==> src/sparse_cu_params.svh <==
`ifndef SPARSE_CU_PARAMS_SVH
`define SPARSE_CU_PARAMS_SVH

////////////////////////////////////////
// Chunk and bus geometry
////////////////////////////////////////

// Byte positions per chunk
`define SCU_CHUNK_SIZE 32
// Byte positions per bus beat
`define SCU_BUS_SIZE 8
`define SCU_BEATS (`SCU_CHUNK_SIZE / `SCU_BUS_SIZE)
// Prefix counters must reach CHUNK_SIZE itself
`define SCU_PREFIX_SUM_SIZE 6

////////////////////////////////////////
// Output accumulators
////////////////////////////////////////

`define SCU_OUT_BUF_SIZE 32
`define SCU_OUT_BUF_NUM 8
`define SCU_BUF_SEL_W $clog2(`SCU_OUT_BUF_NUM)

`endif

==> src/sparse_cu_pkg.sv <==
package sparse_cu_pkg;

	`include "sparse_cu_params.svh"

	////////////////////////////////////////
	// Payload types
	////////////////////////////////////////

	// Unsigned byte of ifm or filter
	typedef logic [7:0] data_t;

	// One bus beat
	typedef logic [`SCU_BUS_SIZE-1:0] beat_map_t;
	typedef data_t [`SCU_BUS_SIZE-1:0] beat_data_t;

	// Whole compressed chunk as map plus packed nonzero bytes
	typedef logic [`SCU_CHUNK_SIZE-1:0] chunk_map_t;
	typedef data_t [`SCU_CHUNK_SIZE-1:0] chunk_data_t;

	////////////////////////////////////////
	// Index and arithmetic types
	////////////////////////////////////////

	typedef logic [$clog2(`SCU_CHUNK_SIZE)-1:0] pos_t;
	typedef logic [`SCU_PREFIX_SUM_SIZE-1:0] psum_t;
	typedef logic [15:0] prod_t;
	typedef logic [`SCU_OUT_BUF_SIZE-1:0] acc_t;
	typedef logic [`SCU_BUF_SEL_W-1:0] buf_sel_t;

endpackage

==> src/chunk_buffer.sv <==
`timescale 1ns/1ps

`include "sparse_cu_params.svh"

module chunk_buffer (
	 input  logic                      clk_i
	,input  logic                      rst_n_i
	,input  sparse_cu_pkg::beat_map_t  beat_map_i
	,input  sparse_cu_pkg::beat_data_t beat_data_i
	,input  logic                      wr_valid_i
	,input  logic                      wr_ready_i
	,input  logic                      release_i
	,output logic                      full_o
	,output sparse_cu_pkg::chunk_map_t map_o
	,output sparse_cu_pkg::chunk_data_t data_o
);

	import sparse_cu_pkg::*;

	localparam int BEATS = `SCU_BEATS;
	localparam int CNT_W = (BEATS > 1) ? $clog2(BEATS) : 1;

	logic [CNT_W-1:0] beat_cnt_q;
	logic             full_q;
	logic             beat_acc;
	logic             first_beat;
	logic             last_beat;
	int               beat_off;
	chunk_map_t       map_q;
	chunk_data_t      data_q;

	assign beat_acc   = wr_valid_i && wr_ready_i;
	assign first_beat = (beat_cnt_q == '0);
	assign last_beat  = (beat_cnt_q == CNT_W'(BEATS - 1));
	// Slice offset of the current beat, same for map and packed bytes
	assign beat_off   = int'(beat_cnt_q) * `SCU_BUS_SIZE;

	////////////////////////////////////////
	// Beat counter and full flag
	////////////////////////////////////////

	always_ff @(posedge clk_i or negedge rst_n_i) begin
		if (!rst_n_i) begin
			beat_cnt_q <= '0;
			full_q     <= 1'b0;
		end else if (beat_acc) begin
			// A new load drops the old chunk
			if (first_beat)
				full_q <= 1'b0;
			if (last_beat) begin
				beat_cnt_q <= '0;
				full_q     <= 1'b1;
			end else begin
				beat_cnt_q <= beat_cnt_q + 1'b1;
			end
		end else if (release_i) begin
			full_q <= 1'b0;
		end
	end

	// Chunk storage
	always_ff @(posedge clk_i) begin
		if (beat_acc) begin
			map_q[beat_off +: `SCU_BUS_SIZE]  <= beat_map_i;
			data_q[beat_off +: `SCU_BUS_SIZE] <= beat_data_i;
		end
	end

	assign full_o = full_q;
	assign map_o  = map_q;
	assign data_o = data_q;

endmodule

==> src/input_selector.sv <==
`timescale 1ns/1ps

module input_selector (
	 input  logic                       clk_i
	,input  logic                       rst_n_i
	,input  sparse_cu_pkg::chunk_map_t  ifm_map_i
	,input  sparse_cu_pkg::chunk_map_t  filter_map_i
	,input  sparse_cu_pkg::chunk_data_t ifm_data_i
	,input  sparse_cu_pkg::chunk_data_t filter_data_i
	,input  logic                       step_i
	,input  logic                       scan_start_i
	,input  sparse_cu_pkg::pos_t        pos_i
	,output logic                       match_o
	,output sparse_cu_pkg::data_t       ifm_byte_o
	,output sparse_cu_pkg::data_t       filter_byte_o
);

	import sparse_cu_pkg::*;

	// Set bits seen so far in each map
	psum_t ifm_cnt_q;
	psum_t filter_cnt_q;

	// Prefix counts valid for the current position
	psum_t ifm_base;
	psum_t filter_base;

	logic  ifm_bit;
	logic  filter_bit;
	logic  hit;
	pos_t  ifm_idx;
	pos_t  filter_idx;
	logic  match_q;
	data_t ifm_byte_q;
	data_t filter_byte_q;

	////////////////////////////////////////
	// Position decode
	////////////////////////////////////////

	// First step of a scan comes together with scan start
	assign ifm_base    = scan_start_i ? '0 : ifm_cnt_q;
	assign filter_base = scan_start_i ? '0 : filter_cnt_q;

	assign ifm_bit    = ifm_map_i[pos_i];
	assign filter_bit = filter_map_i[pos_i];
	assign hit        = step_i && ifm_bit && filter_bit;

	// Index into the packed nonzero list
	assign ifm_idx    = pos_t'(ifm_base);
	assign filter_idx = pos_t'(filter_base);

	////////////////////////////////////////
	// Prefix counters
	////////////////////////////////////////

	always_ff @(posedge clk_i or negedge rst_n_i) begin
		if (!rst_n_i) begin
			ifm_cnt_q    <= '0;
			filter_cnt_q <= '0;
		end else if (step_i) begin
			ifm_cnt_q    <= ifm_base + psum_t'(ifm_bit);
			filter_cnt_q <= filter_base + psum_t'(filter_bit);
		end else if (scan_start_i) begin
			ifm_cnt_q    <= '0;
			filter_cnt_q <= '0;
		end
	end

	////////////////////////////////////////
	// Matched pair register
	////////////////////////////////////////

	always_ff @(posedge clk_i or negedge rst_n_i) begin
		if (!rst_n_i)
			match_q <= 1'b0;
		else
			match_q <= hit;
	end

	always_ff @(posedge clk_i) begin
		if (hit) begin
			ifm_byte_q    <= ifm_data_i[ifm_idx];
			filter_byte_q <= filter_data_i[filter_idx];
		end
	end

	assign match_o       = match_q;
	assign ifm_byte_o    = ifm_byte_q;
	assign filter_byte_o = filter_byte_q;

endmodule

==> src/mac_acc_bank.sv <==
`timescale 1ns/1ps

`include "sparse_cu_params.svh"

module mac_acc_bank (
	 input  logic                    clk_i
	,input  logic                    rst_n_i
	,input  logic                    match_i
	,input  sparse_cu_pkg::data_t    ifm_byte_i
	,input  sparse_cu_pkg::data_t    filter_byte_i
	,input  sparse_cu_pkg::buf_sel_t acc_sel_i
	,input  sparse_cu_pkg::buf_sel_t out_sel_i
	,output sparse_cu_pkg::acc_t     out_dat_o
);

	import sparse_cu_pkg::*;

	prod_t prod_q;
	logic  prod_vld_q;
	acc_t  acc_q [`SCU_OUT_BUF_NUM];
	acc_t  out_q;

	// Multiply stage
	always_ff @(posedge clk_i or negedge rst_n_i) begin
		if (!rst_n_i)
			prod_vld_q <= 1'b0;
		else
			prod_vld_q <= match_i;
	end

	always_ff @(posedge clk_i) begin
		if (match_i)
			prod_q <= prod_t'(ifm_byte_i) * prod_t'(filter_byte_i);
	end

	////////////////////////////////////////
	// Accumulators and read port
	////////////////////////////////////////

	// Sums wrap at the accumulator width
	always_ff @(posedge clk_i or negedge rst_n_i) begin
		if (!rst_n_i) begin
			for (int i = 0; i < `SCU_OUT_BUF_NUM; i++)
				acc_q[i] <= '0;
			out_q <= '0;
		end else begin
			if (prod_vld_q)
				acc_q[acc_sel_i] <= acc_q[acc_sel_i] + acc_t'(prod_q);
			out_q <= acc_q[out_sel_i];
		end
	end

	assign out_dat_o = out_q;

endmodule

==> src/cu_control.sv <==
`timescale 1ns/1ps

`include "sparse_cu_params.svh"

module cu_control (
	 input  logic                    clk_i
	,input  logic                    rst_n_i
	,input  logic                    ifm_full_i
	,input  logic                    filter_full_i
	,input  sparse_cu_pkg::buf_sel_t acc_buf_sel_i
	,output logic                    ifm_ready_o
	,output logic                    filter_ready_o
	,output logic                    scan_start_o
	,output logic                    step_o
	,output sparse_cu_pkg::pos_t     pos_o
	,output sparse_cu_pkg::buf_sel_t acc_sel_o
	,output logic                    ifm_release_o
	,output logic                    sub_chunk_end_o
);

	import sparse_cu_pkg::*;

	typedef enum logic [1:0] {
		IDLE,
		SCAN,
		DRAIN,
		DONE
	} state_t;

	state_t   state_q;
	pos_t     pos_q;
	buf_sel_t acc_sel_q;
	logic     drain_q;
	logic     start;
	logic     last_pos;

	// Position 0 is stepped in the start cycle itself
	assign start    = (state_q == IDLE) && ifm_full_i && filter_full_i;
	assign last_pos = (pos_q == pos_t'(`SCU_CHUNK_SIZE - 1));

	////////////////////////////////////////
	// State, position and select
	////////////////////////////////////////

	always_ff @(posedge clk_i or negedge rst_n_i) begin
		if (!rst_n_i) begin
			state_q   <= IDLE;
			pos_q     <= '0;
			acc_sel_q <= '0;
			drain_q   <= 1'b0;
		end else begin
			// Wraps back to 0 after the last position
			if (step_o)
				pos_q <= pos_q + 1'b1;
			case (state_q)
				IDLE: begin
					if (start) begin
						acc_sel_q <= acc_buf_sel_i;
						state_q   <= SCAN;
					end
				end
				SCAN: begin
					if (last_pos)
						state_q <= DRAIN;
				end
				// Two cycles to flush the product and add stages
				DRAIN: begin
					drain_q <= ~drain_q;
					if (drain_q)
						state_q <= DONE;
				end
				default: state_q <= IDLE;
			endcase
		end
	end

	// Output decode
	assign scan_start_o    = start;
	assign step_o          = start || (state_q == SCAN);
	assign pos_o           = pos_q;
	assign acc_sel_o       = acc_sel_q;
	assign ifm_ready_o     = !ifm_full_i && (state_q == IDLE);
	assign filter_ready_o  = (state_q == IDLE) && !start;
	assign ifm_release_o   = (state_q == DONE);
	assign sub_chunk_end_o = (state_q == DONE);

endmodule

==> src/compute_unit_top.sv <==
`timescale 1ns/1ps

module compute_unit_top (
	 input  logic                      clk_i
	,input  logic                      rst_n_i
	,input  sparse_cu_pkg::beat_map_t  ifm_sparsemap_i
	,input  sparse_cu_pkg::beat_map_t  filter_sparsemap_i
	,input  sparse_cu_pkg::beat_data_t ifm_nonzero_data_i
	,input  sparse_cu_pkg::beat_data_t filter_nonzero_data_i
	,input  logic                      ifm_chunk_wr_valid_i
	,input  logic                      filter_chunk_wr_valid_i
	,output logic                      ifm_wr_ready_o
	,output logic                      filter_wr_ready_o
	,output logic                      sub_chunk_end_o
	,input  sparse_cu_pkg::buf_sel_t   acc_buf_sel_i
	,input  sparse_cu_pkg::buf_sel_t   out_buf_sel_i
	,output sparse_cu_pkg::acc_t       out_buf_dat_o
);

	import sparse_cu_pkg::*;

	logic        ifm_full;
	logic        filter_full;
	logic        ifm_release;
	chunk_map_t  ifm_map;
	chunk_map_t  filter_map;
	chunk_data_t ifm_data;
	chunk_data_t filter_data;
	logic        scan_start;
	logic        step;
	pos_t        pos;
	buf_sel_t    acc_sel;
	logic        match;
	data_t       ifm_byte;
	data_t       filter_byte;

	////////////////////////////////////////
	// Input buffers
	////////////////////////////////////////

	chunk_buffer u_ifm_buf (
		 .clk_i       (clk_i)
		,.rst_n_i     (rst_n_i)
		,.beat_map_i  (ifm_sparsemap_i)
		,.beat_data_i (ifm_nonzero_data_i)
		,.wr_valid_i  (ifm_chunk_wr_valid_i)
		,.wr_ready_i  (ifm_wr_ready_o)
		,.release_i   (ifm_release)
		,.full_o      (ifm_full)
		,.map_o       (ifm_map)
		,.data_o      (ifm_data)
	);

	// Filter stays resident, only a new load replaces it
	chunk_buffer u_filter_buf (
		 .clk_i       (clk_i)
		,.rst_n_i     (rst_n_i)
		,.beat_map_i  (filter_sparsemap_i)
		,.beat_data_i (filter_nonzero_data_i)
		,.wr_valid_i  (filter_chunk_wr_valid_i)
		,.wr_ready_i  (filter_wr_ready_o)
		,.release_i   (1'b0)
		,.full_o      (filter_full)
		,.map_o       (filter_map)
		,.data_o      (filter_data)
	);

	////////////////////////////////////////
	// Datapath and control
	////////////////////////////////////////

	input_selector u_sel (
		 .clk_i         (clk_i)
		,.rst_n_i       (rst_n_i)
		,.ifm_map_i     (ifm_map)
		,.filter_map_i  (filter_map)
		,.ifm_data_i    (ifm_data)
		,.filter_data_i (filter_data)
		,.step_i        (step)
		,.scan_start_i  (scan_start)
		,.pos_i         (pos)
		,.match_o       (match)
		,.ifm_byte_o    (ifm_byte)
		,.filter_byte_o (filter_byte)
	);

	mac_acc_bank u_mac (
		 .clk_i         (clk_i)
		,.rst_n_i       (rst_n_i)
		,.match_i       (match)
		,.ifm_byte_i    (ifm_byte)
		,.filter_byte_i (filter_byte)
		,.acc_sel_i     (acc_sel)
		,.out_sel_i     (out_buf_sel_i)
		,.out_dat_o     (out_buf_dat_o)
	);

	cu_control u_ctrl (
		 .clk_i           (clk_i)
		,.rst_n_i         (rst_n_i)
		,.ifm_full_i      (ifm_full)
		,.filter_full_i   (filter_full)
		,.acc_buf_sel_i   (acc_buf_sel_i)
		,.ifm_ready_o     (ifm_wr_ready_o)
		,.filter_ready_o  (filter_wr_ready_o)
		,.scan_start_o    (scan_start)
		,.step_o          (step)
		,.pos_o           (pos)
		,.acc_sel_o       (acc_sel)
		,.ifm_release_o   (ifm_release)
		,.sub_chunk_end_o (sub_chunk_end_o)
	);

endmodule

==> config.mk <==
export PLATFORM = sky130hd
export DESIGN_NAME = compute_unit_top
export DESIGN_NICKNAME = d
export VERILOG_FILES = /design/src/sparse_cu_pkg.sv /design/src/chunk_buffer.sv /design/src/input_selector.sv /design/src/mac_acc_bank.sv /design/src/cu_control.sv /design/src/compute_unit_top.sv
export VERILOG_INCLUDE_DIRS = /design/src
export SDC_FILE = /design/constraint.sdc
export NUM_CORES = 2
export LEC_CHECK = 0
export ABC_AREA = 1
export BUFFER_PORTS_ARGS = -buffer_cell sky130_fd_sc_hd__clkbuf_2
export CAP_MARGIN = 20
export CORE_UTILIZATION = 50
export CTS_BUF_LIST = sky130_fd_sc_hd__clkbuf_2 sky130_fd_sc_hd__clkbuf_4 sky130_fd_sc_hd__clkbuf_8
export CTS_CLUSTER_DIAMETER = 50
export DETAILED_ROUTE_END_ITERATION = 8
export PLACE_DENSITY_LB_ADDON = 0.05
export SLEW_MARGIN = 30
export SYNTH_ARGS = -nofsm -noshare
export SYNTH_HDL_FRONTEND = slang
export SYNTH_HIERARCHICAL = 1
export SYNTH_SLANG_ARGS = --single-unit
==> constraint.sdc <==
create_clock -name clk_i -period 5.2 [get_ports clk_i]
set_input_delay 0.26 -clock clk_i [delete_from_list [all_inputs] [get_ports clk_i]]
set_output_delay 0.26 -clock clk_i [all_outputs]
set_load 0.02 [all_outputs]
==> load_flow_metrics.sql <==
INSERT INTO impl_metrics (metric_group, metric, value, unit) VALUES
('outcome', 'run_status', 'finished, final reports clean', ''),
('drt', 'first_iter_violations', '4012', ''),
('synthesis', 'yosys.area.top_type_share', '37.6', '%'),
('floorplanning', 'floorplan_die_area', '0.0983', 'mm²'),
('global_route', 'gr-usage-all-layers', '30.0', '%'),
('synthesis', 'ys.flop_type', 'edfxtp_1', ''),
('floorplanning', 'num_io_pins', '189', ''),
('final_layout', 'register_area', '0.0262', 'mm²'),
('pwr', 'leakage', '23.8', 'nW'),
('pwr', 'power.net_switching', '0.0153', 'W'),
('clock_tree', 'root_buffer', 'clkbuf_8', ''),
('placed_design', 'dp_worst_setup_slack', '0.741', 'ns'),
('critical_path', 'path_max_fanout', '8', ''),
('critical_path', 'critical_path_capture_point_type', 'register', ''),
('global_route', 'grt_first_pass_wirelength', '228000', 'µm'),
('sta', 'max_freq', '0.222', 'GHz'),
('clock_tree', 'clock_sinks', '925', ''),
('global_route', 'grt_pass1_vias', '39041', ''),
('synthesis', 'synth_edf_count', '608', ''),
('clock_tree', 'cts.hold.buffers_added', '152', ''),
('drt', 'wirelength', '147000', 'µm'),
('pwr', 'power.internal', '0.0178', 'W'),
('clock_tree', 'tritoncts', 'built', ''),
('pwr', 'cellPowerDensity', '600', 'mW/mm²'),
('final_layout', 'multi_input_area', '0.0186', 'mm²'),
('sta', 'setup_repair_after_global_routing_missed_its_margin', 'false', ''),
('pwr', 'clkPwrFrac', '20.7', '%'),
('critical_path', 'worst-setup-path-type', 'reg -> reg', ''),
('sta', 'worst_pin_slew', '1.01', 'ns'),
('global_route', 'pin_count_of_the_biggest_net_entering_global_routing', '170', ''),
('pwr', 'design_power_total', '0.0330', 'W'),
('critical_path', 'rr_endpoint', 'u_mac/prod_q[15]', ''),
('clock_tree', 'cts_h_tree_depth', '4', ''),
('sta', 'finalWorstSetupSlack', '0.693', 'ns'),
('floorplanning', 'core_region_area', '0.0956', 'mm²'),
('synthesis', 'postSynth.asyncResetShare', '34.3', '%'),
('final_layout', 'flow.area_growth_from_synthesis', '13.5', '%'),
('sta', 'finalHoldWorstSlack', '0.0519', 'ns'),
('clock_tree', 'cts_bufs_inserted', '165', ''),
('sta', 'layout_min_cycle_time', '4.51', 'ns'),
('synthesis', 'count_of_synthesis_stage_warnings_from_yosys', '6', ''),
('critical_path', 'reg2regPathDepth', '18', ''),
('global_route', 'grt-ovfl-total', '0', ''),
('critical_path', 'worst_r2r_startpoint', 'u_sel/filter_byte_o[2]', ''),
('synthesis', 'synth.cell_area', '0.0485', 'mm²'),
('pwr', 'seqPwrFrac', '31.6', '%'),
('global_route', 'grt_antenna_before_repair', '2', ''),
('drt', 'wire_per_inst', '20.4', 'µm'),
('sta', 'final_hold_viol_count', '0', ''),
('critical_path', 'worst-r2r-setup-slack', '0.69', 'ns'),
('final_layout', 'post_route_cells_drive_above_1_share', '12.4', '%'),
('clock_tree', 'clkLatencyLatePin', '0.86', 'ns'),
('drt', 'post-route-drc-count', '0', ''),
('synthesis', 'synth_cell_types', '49', ''),
('drt', 'route.vias.total', '40091', ''),
('clock_tree', 'path_clk_slew', '0.06', 'ns'),
('synthesis', 'number_of_instances_in_the_synthesized_netlist', '5564', ''),
('sta', 'timing_max_transition_violations_final', '0', ''),
('drt', 'drtAntennaViolNets', '0', ''),
('synthesis', 'synth_top_cells_by_area', 'edfxtp_1 (38%), dfrtp_1 (16%), nand2_1 (11%), nand3_1 (6.0%), inv_1 (4.2%)', ''),
('sta', 'worst_clock_skew', '0.0466', 'ns'),
('pwr', 'worst_ir_drop_vdd', '1.07', 'mV'),
('critical_path', 'data_required_time_of_the_critical_path', '5.78', 'ns'),
('clock_tree', 'cts.repair_timing.setup_buffer_count', '0', ''),
('floorplanning', 'floorplan.die.width', '314', 'µm'),
('pwr', 'swShare', '46.2', '%'),
('final_layout', 'num-nets-final', '6055', ''),
('synthesis', 'part_of_the_yosys_area_used_for_sequential_elements', '54.0', '%'),
('floorplanning', 'die_height', '314', 'µm'),
('synthesis', 'yosys-top-cells-count', 'nand2_1 (1,386), edfxtp_1 (608), nand3_1 (579)', ''),
('drt', 'firstDrtPassIters', '7', '');
[area by class of cell]
type,count,share of cell area [%]
sequential,925,47.6
clock inverter,44,0.568
timing repair buffer,422,5.90
multi-input combinational,3704,33.8
clock buffer,250,5.41
inverter,571,3.92
antenna,2,0.00909
tap,1265,2.87
[how the worst max path moves through the flow]
stage          slack, ns                    end
2_1_floorplan       0.30  u_ifm_buf/data_o[100]
3_3_place_gp        0.71       u_mac/prod_q[15]
3_5_place_dp        0.74       u_mac/prod_q[15]
4_1_cts             0.68       u_mac/prod_q[15]
5_1_grt             0.35       u_mac/prod_q[15]
6_report            0.69       u_mac/prod_q[15]
[placed cells by master, fill, tap and decap left out, types with 20 or more instances in the layout]
cell | netlist | routed
dlygate4sd3_1 | 0 | 152
inv_1 | 541 | 537
nor3_2 | 56 | 56
clkbuf_8 | 0 | 176
a21oi_1 | 155 | 155
clkbuf_4 | 0 | 74
a31oi_1 | 64 | 64
nor2_1 | 437 | 430
dfrtp_1 | 317 | 314
nand3_1 | 579 | 579
clkinv_1 | 7 | 28
fa_1 | 37 | 37
inv_2 | 20 | 20
clkbuf_2 | 0 | 186
o211ai_1 | 56 | 56
edfxtp_1 | 608 | 608
buf_4 | 15 | 71
o21ai_0 | 375 | 375
nor3_1 | 235 | 235
o221ai_1 | 36 | 36
nand2_2 | 27 | 28
ha_1 | 75 | 73
nand2_1 | 1386 | 1381
or2_2 | 25 | 25
o21ai_1 | 40 | 40
[per-stage QoR]
stage	area, µm²	util (%)	instances
floorplan	48500	-	5564
global placement	50200	52.5	6733
detailed placement	50200	52.6	6734
CTS	55000	57.6	7180
global route	55100	57.6	7183
finish	55100	57.6	7183
[sequential cells by signal, indices dropped and copies added (netlist names), 3 cells and up]
| register | cells |
|---|---|
| u_sel/ifm_byte_o | 8 |
| u_mac/prod_q | 16 |
| u_sel/ifm_cnt_q | 5 |
| u_sel/filter_cnt_q | 5 |
| u_mac/acc_q | 256 |
| u_mac/out_dat_o | 32 |
| u_ctrl/acc_sel_o | 3 |
| u_ifm_buf/map_o | 32 |
| u_ctrl/pos_o | 5 |
| u_sel/filter_byte_o | 8 |
| u_filter_buf/map_o | 32 |
| u_ifm_buf/data_o | 256 |
| u_filter_buf/data_o | 256 |
[cell families (layout without fill, tap and decap cells)]
group / after synthesis / after routing / share of synthesized area (%)
fa+ha+maj: 112 / 112 / 3.46
compound gates: 755 / 755 / 8.66
simple gates: 2802 / 2802 / 25.3
other cells: 1 / 3 / 0.00773
xor+xnor: 34 / 34 / 0.645
buf+inv: 935 / 1287 / 7.92
flops: 925 / 925 / 54.0
[power by group through the flow]
stage / logic, W / registers, W / clock network (W)
CTS: 0.0157 / 0.0104 / 0.00697
finish: 0.0158 / 0.0104 / 0.00684
detailed placement: 0.0155 / 0.0106 / 0
global route: 0.0175 / 0.0106 / 0.00729
floorplan: 0.0111 / 0.0104 / 0
global placement: 0.0154 / 0.0105 / 0
[layer usage]
metal,global-route usage [%],routed length [µm]
met1,40.7,63100
met2,48.8,69400
met3,4.38,9670
met4,11.1,4440
met5,0,0
[worst max-delay path, stage by stage (launching register included)]
cell and delay [ns]:
edfxtp_1 0.50, nand2_1 0.11, inv_1 0.06, fa_1 0.45, fa_1 0.49, inv_1 0.05, fa_1 0.48, fa_1 0.49
inv_1 0.04, ha_1 0.35, nand2_1 0.06, o21ai_0 0.27, nand2_1 0.08, nand2_1 0.07, a21oi_1 0.08, o21ai_0 0.32
nand4_1 0.16, nand3_1 0.10, nand2_1 0.05
Power figures use the tool's default switching activity.
